**config.mk**
```make
export PLATFORM = sky130hd
export DESIGN_NAME = dcache_top
export DESIGN_NICKNAME = d
export VERILOG_FILES = /design/src/source/dcache_pkg.sv /design/src/source/dcache_mem.sv /design/src/source/dcache_miss_control.sv /design/src/source/dcache_request_decode.sv /design/src/source/dcache_response.sv /design/src/source/dcache_top.sv
export SDC_FILE = /design/constraint.sdc
export NUM_CORES = 2
export LEC_CHECK = 0
export BUFFER_PORTS_ARGS = -buffer_cell sky130_fd_sc_hd__clkbuf_2
export CAP_MARGIN = 20
export CORE_MARGIN = 2
export CORE_UTILIZATION = 56
export DETAILED_ROUTE_END_ITERATION = 8
export PLACE_DENSITY = 0.78
export SLEW_MARGIN = 20
export SYNTH_ARGS = -nofsm -noshare
export SYNTH_HDL_FRONTEND = slang
export SYNTH_SLANG_ARGS = --single-unit
```
**constraint.sdc**
```tcl
create_clock -name clock -period 6.3 [get_ports clock]
set_input_delay 0.63 -clock clock [delete_from_list [all_inputs] [get_ports clock]]
set_output_delay 0.63 -clock clock [all_outputs]
set_load 0.1 [all_outputs]
```
**src/source/dcache_pkg.sv**
```systemverilog
package dcache_pkg;

	// cache geometry
	localparam int DCACHE_SETS = 16;
	localparam int DCACHE_WAYS = 2;

	// address split, tag on top and set index below
	localparam int DCACHE_INDEX_BITS = 4;
	localparam int DCACHE_TAG_BITS = 9;
	localparam int DCACHE_ADDR_BITS = DCACHE_TAG_BITS + DCACHE_INDEX_BITS;

	// one block is one memory word
	localparam int DCACHE_BLOCK_BITS = 64;

	// memory transaction tag, zero is reserved for "no tag"
	localparam int MEM_TAG_BITS = 4;
	localparam int MEM_COMMAND_BITS = 2;

	typedef logic [DCACHE_BLOCK_BITS-1:0] dcache_block_t;
	typedef logic [DCACHE_ADDR_BITS-1:0] dcache_addr_t;
	typedef logic [DCACHE_INDEX_BITS-1:0] dcache_index_t;
	typedef logic [DCACHE_TAG_BITS-1:0] dcache_tag_t;
	typedef logic [MEM_TAG_BITS-1:0] mem_tag_t;
	typedef logic [MEM_COMMAND_BITS-1:0] mem_command_t;

	// memory command codes
	localparam mem_command_t MEM_NONE = 2'd0;
	localparam mem_command_t MEM_LOAD = 2'd1;
	localparam mem_command_t MEM_STORE = 2'd2;

endpackage

```
**src/source/dcache_mem.sv**
```systemverilog
`timescale 1ns/1ps

module dcache_mem (
	input logic clock,
	input logic reset,
	input logic lookup_valid,
	input logic lookup_store,
	input dcache_pkg::dcache_index_t lookup_index,
	input dcache_pkg::dcache_tag_t lookup_tag,
	input dcache_pkg::dcache_block_t lookup_data,
	input logic refill_start,
	input dcache_pkg::mem_tag_t refill_tag,
	input dcache_pkg::mem_tag_t mem_tag,
	input dcache_pkg::dcache_block_t mem_load_data,
	output logic hit,
	output logic victim_dirty,
	output dcache_pkg::dcache_addr_t victim_addr,
	output dcache_pkg::dcache_block_t victim_data,
	output dcache_pkg::dcache_block_t read_data,
	output logic fill_done
);

	// block and tag storage
	dcache_pkg::dcache_block_t data_array [dcache_pkg::DCACHE_SETS][dcache_pkg::DCACHE_WAYS];
	dcache_pkg::dcache_tag_t tag_array [dcache_pkg::DCACHE_SETS][dcache_pkg::DCACHE_WAYS];

	// memory tag we are waiting on, per line
	dcache_pkg::mem_tag_t pend_tag [dcache_pkg::DCACHE_SETS][dcache_pkg::DCACHE_WAYS];

	// line state
	logic [dcache_pkg::DCACHE_SETS-1:0][dcache_pkg::DCACHE_WAYS-1:0] valid;
	logic [dcache_pkg::DCACHE_SETS-1:0][dcache_pkg::DCACHE_WAYS-1:0] dirty;
	logic [dcache_pkg::DCACHE_SETS-1:0][dcache_pkg::DCACHE_WAYS-1:0] pending;
	// pending miss came from a store
	logic [dcache_pkg::DCACHE_SETS-1:0][dcache_pkg::DCACHE_WAYS-1:0] pend_store;

	// one bit per set, names the way to evict next
	logic [dcache_pkg::DCACHE_SETS-1:0] lru;

	logic [dcache_pkg::DCACHE_WAYS-1:0] way_match;
	logic [dcache_pkg::DCACHE_WAYS-1:0] fill_match;
	logic hit_way;
	logic fill_way;
	logic victim_way;
	dcache_pkg::dcache_block_t fill_block;

	// tag compare and fill match, both ways of the held set
	always_comb
	begin
		for (int w = 0; w < dcache_pkg::DCACHE_WAYS; w++)
		begin
			way_match[w] = valid[lookup_index][w]
				&& (tag_array[lookup_index][w] == lookup_tag);
			fill_match[w] = pending[lookup_index][w] && (mem_tag != '0)
				&& (pend_tag[lookup_index][w] == mem_tag);
		end
	end

	assign hit = |way_match;
	assign hit_way = way_match[1];
	assign fill_done = |fill_match;
	assign fill_way = fill_match[1];

	// victim is whatever the LRU bit points at
	assign victim_way = lru[lookup_index];
	assign victim_dirty = valid[lookup_index][victim_way] & dirty[lookup_index][victim_way];
	assign victim_addr = {tag_array[lookup_index][victim_way], lookup_index};
	assign victim_data = data_array[lookup_index][victim_way];

	// store misses take the core data, load misses the memory word
	assign fill_block = pend_store[lookup_index][fill_way] ? lookup_data : mem_load_data;

	// a store returns what it wrote
	always_comb
	begin
		if (fill_done)
		begin
			read_data = fill_block;
		end
		else if (lookup_store)
		begin
			read_data = lookup_data;
		end
		else
		begin
			read_data = data_array[lookup_index][hit_way];
		end
	end

	// valid, dirty, pending and LRU
	always_ff @(posedge clock)
	begin
		if (reset)
		begin
			valid <= '0;
			dirty <= '0;
			pending <= '0;
			lru <= '0;
		end
		else
		begin
			if (lookup_valid && hit)
			begin
				lru[lookup_index] <= ~hit_way;
				if (lookup_store)
				begin
					dirty[lookup_index][hit_way] <= 1'b1;
				end
			end
			// line is claimed for the refill, old contents already written back
			if (refill_start)
			begin
				valid[lookup_index][victim_way] <= 1'b0;
				dirty[lookup_index][victim_way] <= 1'b0;
				pending[lookup_index][victim_way] <= 1'b1;
			end
			if (fill_done)
			begin
				valid[lookup_index][fill_way] <= 1'b1;
				dirty[lookup_index][fill_way] <= pend_store[lookup_index][fill_way];
				pending[lookup_index][fill_way] <= 1'b0;
				lru[lookup_index] <= ~fill_way;
			end
		end
	end

	// block, tag and miss bookkeeping
	always_ff @(posedge clock)
	begin
		if (lookup_valid && hit && lookup_store)
		begin
			data_array[lookup_index][hit_way] <= lookup_data;
		end
		if (refill_start)
		begin
			tag_array[lookup_index][victim_way] <= lookup_tag;
			pend_tag[lookup_index][victim_way] <= refill_tag;
			pend_store[lookup_index][victim_way] <= lookup_store;
		end
		if (fill_done)
		begin
			data_array[lookup_index][fill_way] <= fill_block;
		end
	end

endmodule

```
**src/source/dcache_miss_control.sv**
```systemverilog
`timescale 1ns/1ps

module dcache_miss_control (
	input logic clock,
	input logic reset,
	input logic lookup_valid,
	input logic hit,
	input logic victim_dirty,
	input dcache_pkg::dcache_addr_t victim_addr,
	input dcache_pkg::dcache_block_t victim_data,
	input logic fill_done,
	input dcache_pkg::dcache_index_t lookup_index,
	input dcache_pkg::dcache_tag_t lookup_tag,
	input dcache_pkg::mem_tag_t mem_response,
	output dcache_pkg::mem_command_t mem_command,
	output dcache_pkg::dcache_addr_t mem_addr,
	output dcache_pkg::dcache_block_t mem_store_data,
	output logic refill_start,
	output dcache_pkg::mem_tag_t refill_tag,
	output logic complete
);

	typedef enum logic [1:0]
	{
		idle,
		writeback,
		refill,
		wait_fill
	} state_t;

	state_t state;
	state_t state_next;

	always_ff @(posedge clock)
	begin
		if (reset)
		begin
			state <= idle;
		end
		else
		begin
			state <= state_next;
		end
	end

	always_comb
	begin
		state_next = state;
		case (state)
			idle:
			begin
				if (lookup_valid && !hit)
				begin
					state_next = victim_dirty ? writeback : refill;
				end
			end
			writeback:
			begin
				state_next = refill;
			end
			refill:
			begin
				state_next = wait_fill;
			end
			wait_fill:
			begin
				if (fill_done)
				begin
					state_next = idle;
				end
			end
			default:
			begin
				state_next = idle;
			end
		endcase
	end

	// one memory command per cycle, writeback always ahead of refill
	always_comb
	begin
		mem_command = dcache_pkg::MEM_NONE;
		mem_addr = {lookup_tag, lookup_index};
		mem_store_data = '0;
		if (state == writeback)
		begin
			mem_command = dcache_pkg::MEM_STORE;
			mem_addr = victim_addr;
			mem_store_data = victim_data;
		end
		else if (state == refill)
		begin
			mem_command = dcache_pkg::MEM_LOAD;
		end
	end

	// tag comes back in the same cycle as the load command
	assign refill_start = (state == refill);
	assign refill_tag = mem_response;

	assign complete = ((state == idle) && lookup_valid && hit)
		|| ((state == wait_fill) && fill_done);

endmodule

```
**src/source/dcache_request_decode.sv**
```systemverilog
`timescale 1ns/1ps

module dcache_request_decode (
	input logic clock,
	input logic reset,
	input logic req_valid,
	input logic req_store,
	input dcache_pkg::dcache_addr_t req_addr,
	input dcache_pkg::dcache_block_t req_data,
	input logic resp_valid,
	output logic lookup_valid,
	output logic lookup_store,
	output dcache_pkg::dcache_index_t lookup_index,
	output dcache_pkg::dcache_tag_t lookup_tag,
	output dcache_pkg::dcache_block_t lookup_data,
	output logic busy
);

	// strobe and busy flag
	always_ff @(posedge clock)
	begin
		if (reset)
		begin
			lookup_valid <= 1'b0;
			busy <= 1'b0;
		end
		else
		begin
			lookup_valid <= req_valid;
			if (req_valid)
			begin
				busy <= 1'b1;
			end
			else if (resp_valid)
			begin
				busy <= 1'b0;
			end
		end
	end

	// request fields stay put until the next request,
	// so the array sees one set for the whole miss
	always_ff @(posedge clock)
	begin
		if (req_valid)
		begin
			lookup_store <= req_store;
			lookup_index <= req_addr[dcache_pkg::DCACHE_INDEX_BITS-1:0];
			lookup_tag <= req_addr[dcache_pkg::DCACHE_ADDR_BITS-1:dcache_pkg::DCACHE_INDEX_BITS];
			lookup_data <= req_data;
		end
	end

endmodule

```
**src/source/dcache_response.sv**
```systemverilog
`timescale 1ns/1ps

module dcache_response (
	input logic clock,
	input logic reset,
	input logic complete,
	input dcache_pkg::dcache_block_t read_data,
	output logic resp_valid,
	output dcache_pkg::dcache_block_t resp_data
);

	// one-cycle strobe back to the core
	always_ff @(posedge clock)
	begin
		if (reset)
		begin
			resp_valid <= 1'b0;
		end
		else
		begin
			resp_valid <= complete;
		end
	end

	// data is only sampled on completion
	always_ff @(posedge clock)
	begin
		if (complete)
		begin
			resp_data <= read_data;
		end
	end

endmodule

```
**src/source/dcache_top.sv**
```systemverilog
`timescale 1ns/1ps

module dcache_top (
	input logic clock,
	input logic reset,
	// core side
	input logic req_valid,
	input logic req_store,
	input dcache_pkg::dcache_addr_t req_addr,
	input dcache_pkg::dcache_block_t req_data,
	output logic busy,
	output logic resp_valid,
	output dcache_pkg::dcache_block_t resp_data,
	// memory side
	output dcache_pkg::mem_command_t mem_command,
	output dcache_pkg::dcache_addr_t mem_addr,
	output dcache_pkg::dcache_block_t mem_store_data,
	input dcache_pkg::mem_tag_t mem_response,
	input dcache_pkg::mem_tag_t mem_tag,
	input dcache_pkg::dcache_block_t mem_load_data
);

	logic lookup_valid;
	logic lookup_store;
	dcache_pkg::dcache_index_t lookup_index;
	dcache_pkg::dcache_tag_t lookup_tag;
	dcache_pkg::dcache_block_t lookup_data;
	logic hit;
	logic victim_dirty;
	dcache_pkg::dcache_addr_t victim_addr;
	dcache_pkg::dcache_block_t victim_data;
	dcache_pkg::dcache_block_t read_data;
	logic fill_done;
	logic refill_start;
	dcache_pkg::mem_tag_t refill_tag;
	logic complete;

	dcache_request_decode u_decode (
		.clock(clock),
		.reset(reset),
		.req_valid(req_valid),
		.req_store(req_store),
		.req_addr(req_addr),
		.req_data(req_data),
		.resp_valid(resp_valid),
		.lookup_valid(lookup_valid),
		.lookup_store(lookup_store),
		.lookup_index(lookup_index),
		.lookup_tag(lookup_tag),
		.lookup_data(lookup_data),
		.busy(busy)
	);

	dcache_mem u_mem (
		.clock(clock),
		.reset(reset),
		.lookup_valid(lookup_valid),
		.lookup_store(lookup_store),
		.lookup_index(lookup_index),
		.lookup_tag(lookup_tag),
		.lookup_data(lookup_data),
		.refill_start(refill_start),
		.refill_tag(refill_tag),
		.mem_tag(mem_tag),
		.mem_load_data(mem_load_data),
		.hit(hit),
		.victim_dirty(victim_dirty),
		.victim_addr(victim_addr),
		.victim_data(victim_data),
		.read_data(read_data),
		.fill_done(fill_done)
	);

	dcache_miss_control u_miss (
		.clock(clock),
		.reset(reset),
		.lookup_valid(lookup_valid),
		.hit(hit),
		.victim_dirty(victim_dirty),
		.victim_addr(victim_addr),
		.victim_data(victim_data),
		.fill_done(fill_done),
		.lookup_index(lookup_index),
		.lookup_tag(lookup_tag),
		.mem_response(mem_response),
		.mem_command(mem_command),
		.mem_addr(mem_addr),
		.mem_store_data(mem_store_data),
		.refill_start(refill_start),
		.refill_tag(refill_tag),
		.complete(complete)
	);

	dcache_response u_response (
		.clock(clock),
		.reset(reset),
		.complete(complete),
		.read_data(read_data),
		.resp_valid(resp_valid),
		.resp_data(resp_data)
	);

endmodule

```
* Word level (Yosys, flattened, before mapping)
Memory sizes are Yosys's and may differ from the RTL's. A register that Yosys moved wholly into a read port is not among the register bits.
Index checks and enable logic that the tools add are counted.
** Storage, ports and cells
- Register bits after elaboration :: 291
- Bits in writable memories :: 2464
- Memories :: 3
- Output and inout bits :: 145
** Operators by class
- Bitwise gates (word level) :: 142
- $lt $le $gt $ge :: 14
- Eq/ne operators :: 9
- Reduce and logical (&&, ||, !) cells :: 27
- Muxes and demuxes :: 217
** Memory list
- u_mem.data_array :: words 16, bits a word 128, read ports 1, clocked after Yosys merged registers in 1, write ports 1, RTL line dcache_mem.sv:24 : dcache_pkg::dcache_block_t data_array [dcache_pkg::DCACHE_SETS][dcache_pkg::DCACHE_WAYS];
- u_mem.tag_array :: words 16, bits a word 18, read ports 1, clocked after Yosys merged registers in 1, write ports 1, RTL line dcache_mem.sv:25 : dcache_pkg::dcache_tag_t tag_array [dcache_pkg::DCACHE_SETS][dcache_pkg::DCACHE_WAYS];
- u_mem.pend_tag :: words 16, bits a word 8, read ports 1, clocked after Yosys merged registers in 1, write ports 1, RTL line dcache_mem.sv:28 : dcache_pkg::mem_tag_t pend_tag [dcache_pkg::DCACHE_SETS][dcache_pkg::DCACHE_WAYS];
** Operators with widths (number)
- 2-to-1 mux 64 bit :: 12
- 2-to-1 mux 32 bit :: 12
- 2-to-1 mux 128 bit :: 2
- 2-to-1 mux 1 bit :: 145
- demux 64 bit (select 1 bit) :: 2
- OR 1 bit :: 128
- bitwise AND 32 bit :: 3
- OR 32 bit :: 3
- bitwise mux 32 bit :: 2
- inverter 32 bit :: 2
- 2-to-1 mux 16 bit :: 3
- 2-to-1 mux 9 bit :: 4
- binary-select mux 2 bit (select 4 bit) :: 4
- bitwise mux 16 bit :: 2
- demux 2 bit (select 4 bit) :: 3
- 2-to-1 mux 2 bit :: 11
- logical AND 1 bit :: 19
- equality test 9 bit :: 2
- 2-to-1 mux 18 bit :: 1
- 2-to-1 mux 4 bit :: 4
- 2-to-1 mux 13 bit :: 1
- demux 9 bit (select 1 bit) :: 1
- equality test 4 bit :: 2
- 2-to-1 mux 8 bit :: 1
- 24 further kinds :: 40

* Depth between registers and ports, before layout
- Depth in word-level cells :: 18
- Mapped depth :: 19

* By module
A second synthesis with hierarchy kept.
** Second synthesis, totals
- Cell total of the unflattened synthesis :: 5164
- Area total of the unflattened synthesis :: 109850.4 sq um
** Modules (own cells, without submodules)
- dcache_mem :: seq. area each 77194.0 sq um, area an instance 104632.9 sq um, instances 1, cells an instance 4902
- dcache_request_decode :: seq. area each 2382.3 sq um, area an instance 2404.8 sq um, instances 1, cells an instance 84
- dcache_response :: seq. area each 1941.9 sq um, area an instance 1955.6 sq um, instances 1, cells an instance 66
- dcache_miss_control :: seq. area each 40.0 sq um, area an instance 857.1 sq um, instances 1, cells an instance 112

* Least setup slack after synthesis
OpenSTA, ideal clock, no wires.
- Path type :: register to register
- Start :: reg u_decode.lookup_index[0]
- End :: mem u_mem.data_array[0][100] in the netlist's numbering, enable pin
- Clock period less this slack :: 6963 ps
- Arrival time :: 6476 ps
- Required time :: 5813 ps
- Buffers on the path :: 5
- Path slack :: -663 ps
- Stages on the path, launching flop included :: 13
- Cells stage by stage :: edfxtp_1 > clkbuf_1 > buf_2 > buf_2 > mux4_2 > a221oi_1 > inv_1 > o2111ai_1 > or4_1 > clkbuf_1 > a31oi_1 > clkbuf_1 > nor2_1
** Between the ends
- Longest elaborated chain between the ends :: 11
** RTL lines
- start, declared :: RTL line dcache_request_decode.sv:13 : output dcache_pkg::dcache_index_t lookup_index,
- start signal, assigned :: RTL line dcache_request_decode.sv:48 : lookup_index <= req_addr[dcache_pkg::DCACHE_INDEX_BITS-1:0];
- binary-select mux 2 bit (select 4 bit) :: RTL line dcache_mem.sv:54 : fill_match[w] = pending[lookup_index][w] && (mem_tag != '0)
- 2-to-1 mux 2 bit (not written as such) :: RTL line dcache_mem.sv:54
- logical AND 1 bit :: RTL line dcache_mem.sv:54
- logical AND 1 bit :: RTL line dcache_mem.sv:55 : && (pend_tag[lookup_index][w] == mem_tag);
- inverter 1 -> 2 bit (not written as such) :: RTL line dcache_mem.sv:142 : data_array[lookup_index][fill_way] <= fill_block;
- >= comparator 2 bit (not written as such) / less-than comparator 2 x 1 -> 1 bit (equally long branches) :: RTL line dcache_mem.sv:142
- logical AND 1 bit (not written as such) :: RTL line dcache_mem.sv:142
- 2-to-1 mux 64 bit (not written as such) :: RTL line dcache_mem.sv:142
- demux 64 bit (select 1 bit) :: RTL line dcache_mem.sv:142
- 2-to-1 mux 128 bit (not written as such) :: RTL line dcache_mem.sv:142
- OR 1 bit (no source line)
- end, declared :: RTL line dcache_mem.sv:24
Several ways; a longest one is shown, not always the timed one. The select of a mux whose other input is x is not followed.

==> results.tsv <==
metric	value	unit
status	complete, no violations	
area grow syn2layout	15.3	%
Detail Route Antenna Nets	0	
number of global-route vias before repair	62500	
sequential cell area fraction in the yosys report	74.3	%
H-tree Lvls	5	
largest net degree at the start of global routing	145	
worst relative slew slack	19.8	%
Fin. Hold Viols	0	
die span in y	447	um
Synth Net Count	5648	
max-slew violation count	0	
ys async rst share	0	%
Site Rows	162	
max_cap viols	0	
GP Congestion	0.896	
via-per-instance ratio	6.98	
final critical-path required period	6.14	ns
Max rail drop VDD	0.000323	V
Synth warnings	0	
crit end category	output pin	
root buffer cell	clkbuf_16	
die area	200000	sq um
PortBufs	297	
dpl ws	0.728	ns
maximum clock rate	0.163	GHz
cell count after synthesis	5490	
RSZ-0062 raised after global routing	no	
critical path class	reg -> out	
drt pass-1 iters	9	
Worst-path clk slew	0.06	ns
crit path DAT	5.51	ns
Worst Path Buf+Inv	3	
synth unique cells	66	
ys flop type	edfxtp_1	
largest family of logic cells by synthesized area	multiplexers	
Routed wire per std cell	35.4	um
synth cell count leaders	edfxtp_1 (2638), mux4_2 (715), nand2_1 (291)	
CP startpoint kind	flip-flop	
CP cell instances	buf_4 -> buf_4 -> mux4_2 -> nor2b_1 -> a211oi_1 -> a31oi_1 -> mux2i_1 -> nor2b_1 -> clkbuf_2	
Vias	62600	
crit path max-delay cell type	dfxtp_4	
Top Ports	298	
CP delay by family, top	buffers and inverters	
total global routing overflow	0	
CTS tree	done	
Final WS setup	0.160	ns
total CTS buffers	291	
top-area cell type share of the netlist area	72.1	%
syn avg cell area	20.0	sq um
Layout Nets	6278	
Slew @ Worst Pin	1.19	ns
Clock Latency Late Sink	0.96	ns
Hold WC Path Type	in -> reg	
Post-Synth Adder-Cell Area	0.0570	%
Area contributors post-synth	edfxtp_1 (72%), mux4_2 (15%), mux2i_1 (2.3%)	
mux cell area share after synthesis	17.6	%
final setup violation count	0	
Period Utilization, post-route	97.5	%
hold_sp	req_data[47]	
GRT Total Usage	31.8	%
xor/xnor share of the synthesized area	0.191	%
Synth Area in Compound Gates	3.29	%
worst-path fanout max	63	
clk_skew	0.105	ns
first-pass GRT wire length	449	mm
power per cell area	327	nW/um^2
Die Width	447	um
Iter 0 DRT Violations	10900	
DP HPWL	169	mm
core area	195000	sq um
#FFs+latches synth	2759	
Routed WL	317	mm
hold_ws	0.0473	ns
initial antenna violation count	14	
post-synthesis simple-gate area fraction	2.82	%
clk sink count	2759	
cell area after synthesis	110000	sq um
fraction of layout cells with a size suffix above 1	29.3	%
fillers	12100	
Synth area leader	edfxtp_1	
Leakage	41.4	nW
EDFF count, synth	2638	
Initial Util	56.3	%
Max clock buf depth	4	
slowest stage delay, CP	0.99	ns
drt drc	0	
cell with the most instances after synthesis	edfxtp_1	
WP data required	5.67	ns
[cells by family after synthesis]
group,Yosys count
flip-flops,2759
multiplexers,1021
AND/OR/NAND/NOR,697
AO/OA/AOI/OAI,555
buffers and inverters,429
XOR/XNOR,24
adder cells (fa/ha/maj),5
[power breakdown]
part / internal [mW] / switching, mW / total [mW]
logic: 1.43 / 2.88 / 4.31
registers: 20.3 / 0.107 / 20.4
clock network: 9.64 / 7.00 / 16.6
total: 31.4 / 10.0 / 41.4
[final timing paths]
path / cells past startpoint / slack, ns / endpoint
worst min-delay path: 1 / 0.05 / u_decode.lookup_data[47]$_DFFE_PP_
worst min register to register: 2 / 0.46 / u_mem.dirty[2]$_SDFF_PP0_
worst max register to register: 11 / 0.55 / u_mem.data_array[10][64]$_DFFE_PP_
worst max-delay path: 9 / 0.16 / mem_store_data[32]
[worst reg2reg max path: stages (launching register included)]
cell and delay [ns]:
dfxtp_4 0.92, buf_4 0.51, mux4_2 0.56, mux2i_1 0.16, mux2i_1 0.15, xnor2_1 0.33
nand4_1 0.15, nor4_1 0.65, buf_4 0.26, a31oi_4 0.31, nor2_4 0.92, buf_4 0.48
[routing by layer]
layer	routed length, um	up-vias	global-route usage, %	share of wire [%]
li1	-	23900	-	-
met1	106000	31900	41.7	33
met2	152000	5712	50.5	48
met3	41600	1129	7.78	13
met4	17200	10	15.4	5.4
met5	62	-	0	0.020
[flip-flops by register name, summed over array words and instances (netlist names), 2 cells and up, named ones only]
name,cells
u_miss.state,2
u_decode.lookup_index,4
u_decode.lookup_tag,9
u_mem.tag_array,288
u_decode.lookup_data,64
u_mem.pending,32
u_mem.lru,16
u_mem.pend_tag,128
u_mem.dirty,32
u_response.resp_data,64
u_mem.valid,32
u_mem.pend_store,32
u_mem.data_array,2048
[layout make-up]
class	count	area, sq um	share of cell area, %
diodes	13	32.5	0.0257
clock buffers	359	7740	6.11
clock inverters	142	1290	1.02
inverters	80	308	0.243
multi-input cells	2302	26700	21.1
flip-flops and latches	2759	81700	64.5
well taps	2624	3280	2.59
repair buffers	686	5610	4.43
[layout by cell type (no fill, tap or decap), types with 17 or more instances in the layout]
cell type      instances
clkbuf_2             296
a211oi_1              25
xnor2_1               18
nor2b_1               86
dlygate4sd3_1         77
buf_12                78
mux2_2                47
mux2i_1              251
dfxtp_1              117
o32ai_1               17
nor2_4                33
edfxtp_1            2638
o21ai_0              189
clkinv_2              44
a21oi_1              101
nor2_1               157
clkbuf_1              58
inv_1                 77
clkbuf_16            300
a221oi_1              65
bufinv_16             23
clkinv_1              53
mux4_2               714
buf_4                232
nand2_1              291
and3_1                37
[repair_timing]
action | CTS | global route
endpoints found under the hold margin | 81 | 0
hold buffers | 77 | 0
resized for setup | 2 | 0
endpoints found under the setup margin | 4 | 0
buffers inserted | 1 | 0
[per-stage QoR]
| stage | utilization, % | instances | setup TNS [ns] | cell area [sq um] | power (mW) |
|---|---|---|---|---|---|
| detailed placement | 59.9 | 8372 | 0 | 117000 | 25.0 |
| global route | 64.9 | 8959 | 0 | 127000 | 42.3 |
| CTS | 64.9 | 8951 | 0 | 127000 | 41.4 |
| floorplan | - | 5490 | -1124.89 | 110000 | 23.7 |
| finish | 65.0 | 8965 | 0 | 127000 | 41.4 |
| global placement | 59.9 | 8370 | 0 | 117000 | 24.9 |
Note: power is estimated with default switching activity, not from simulation.
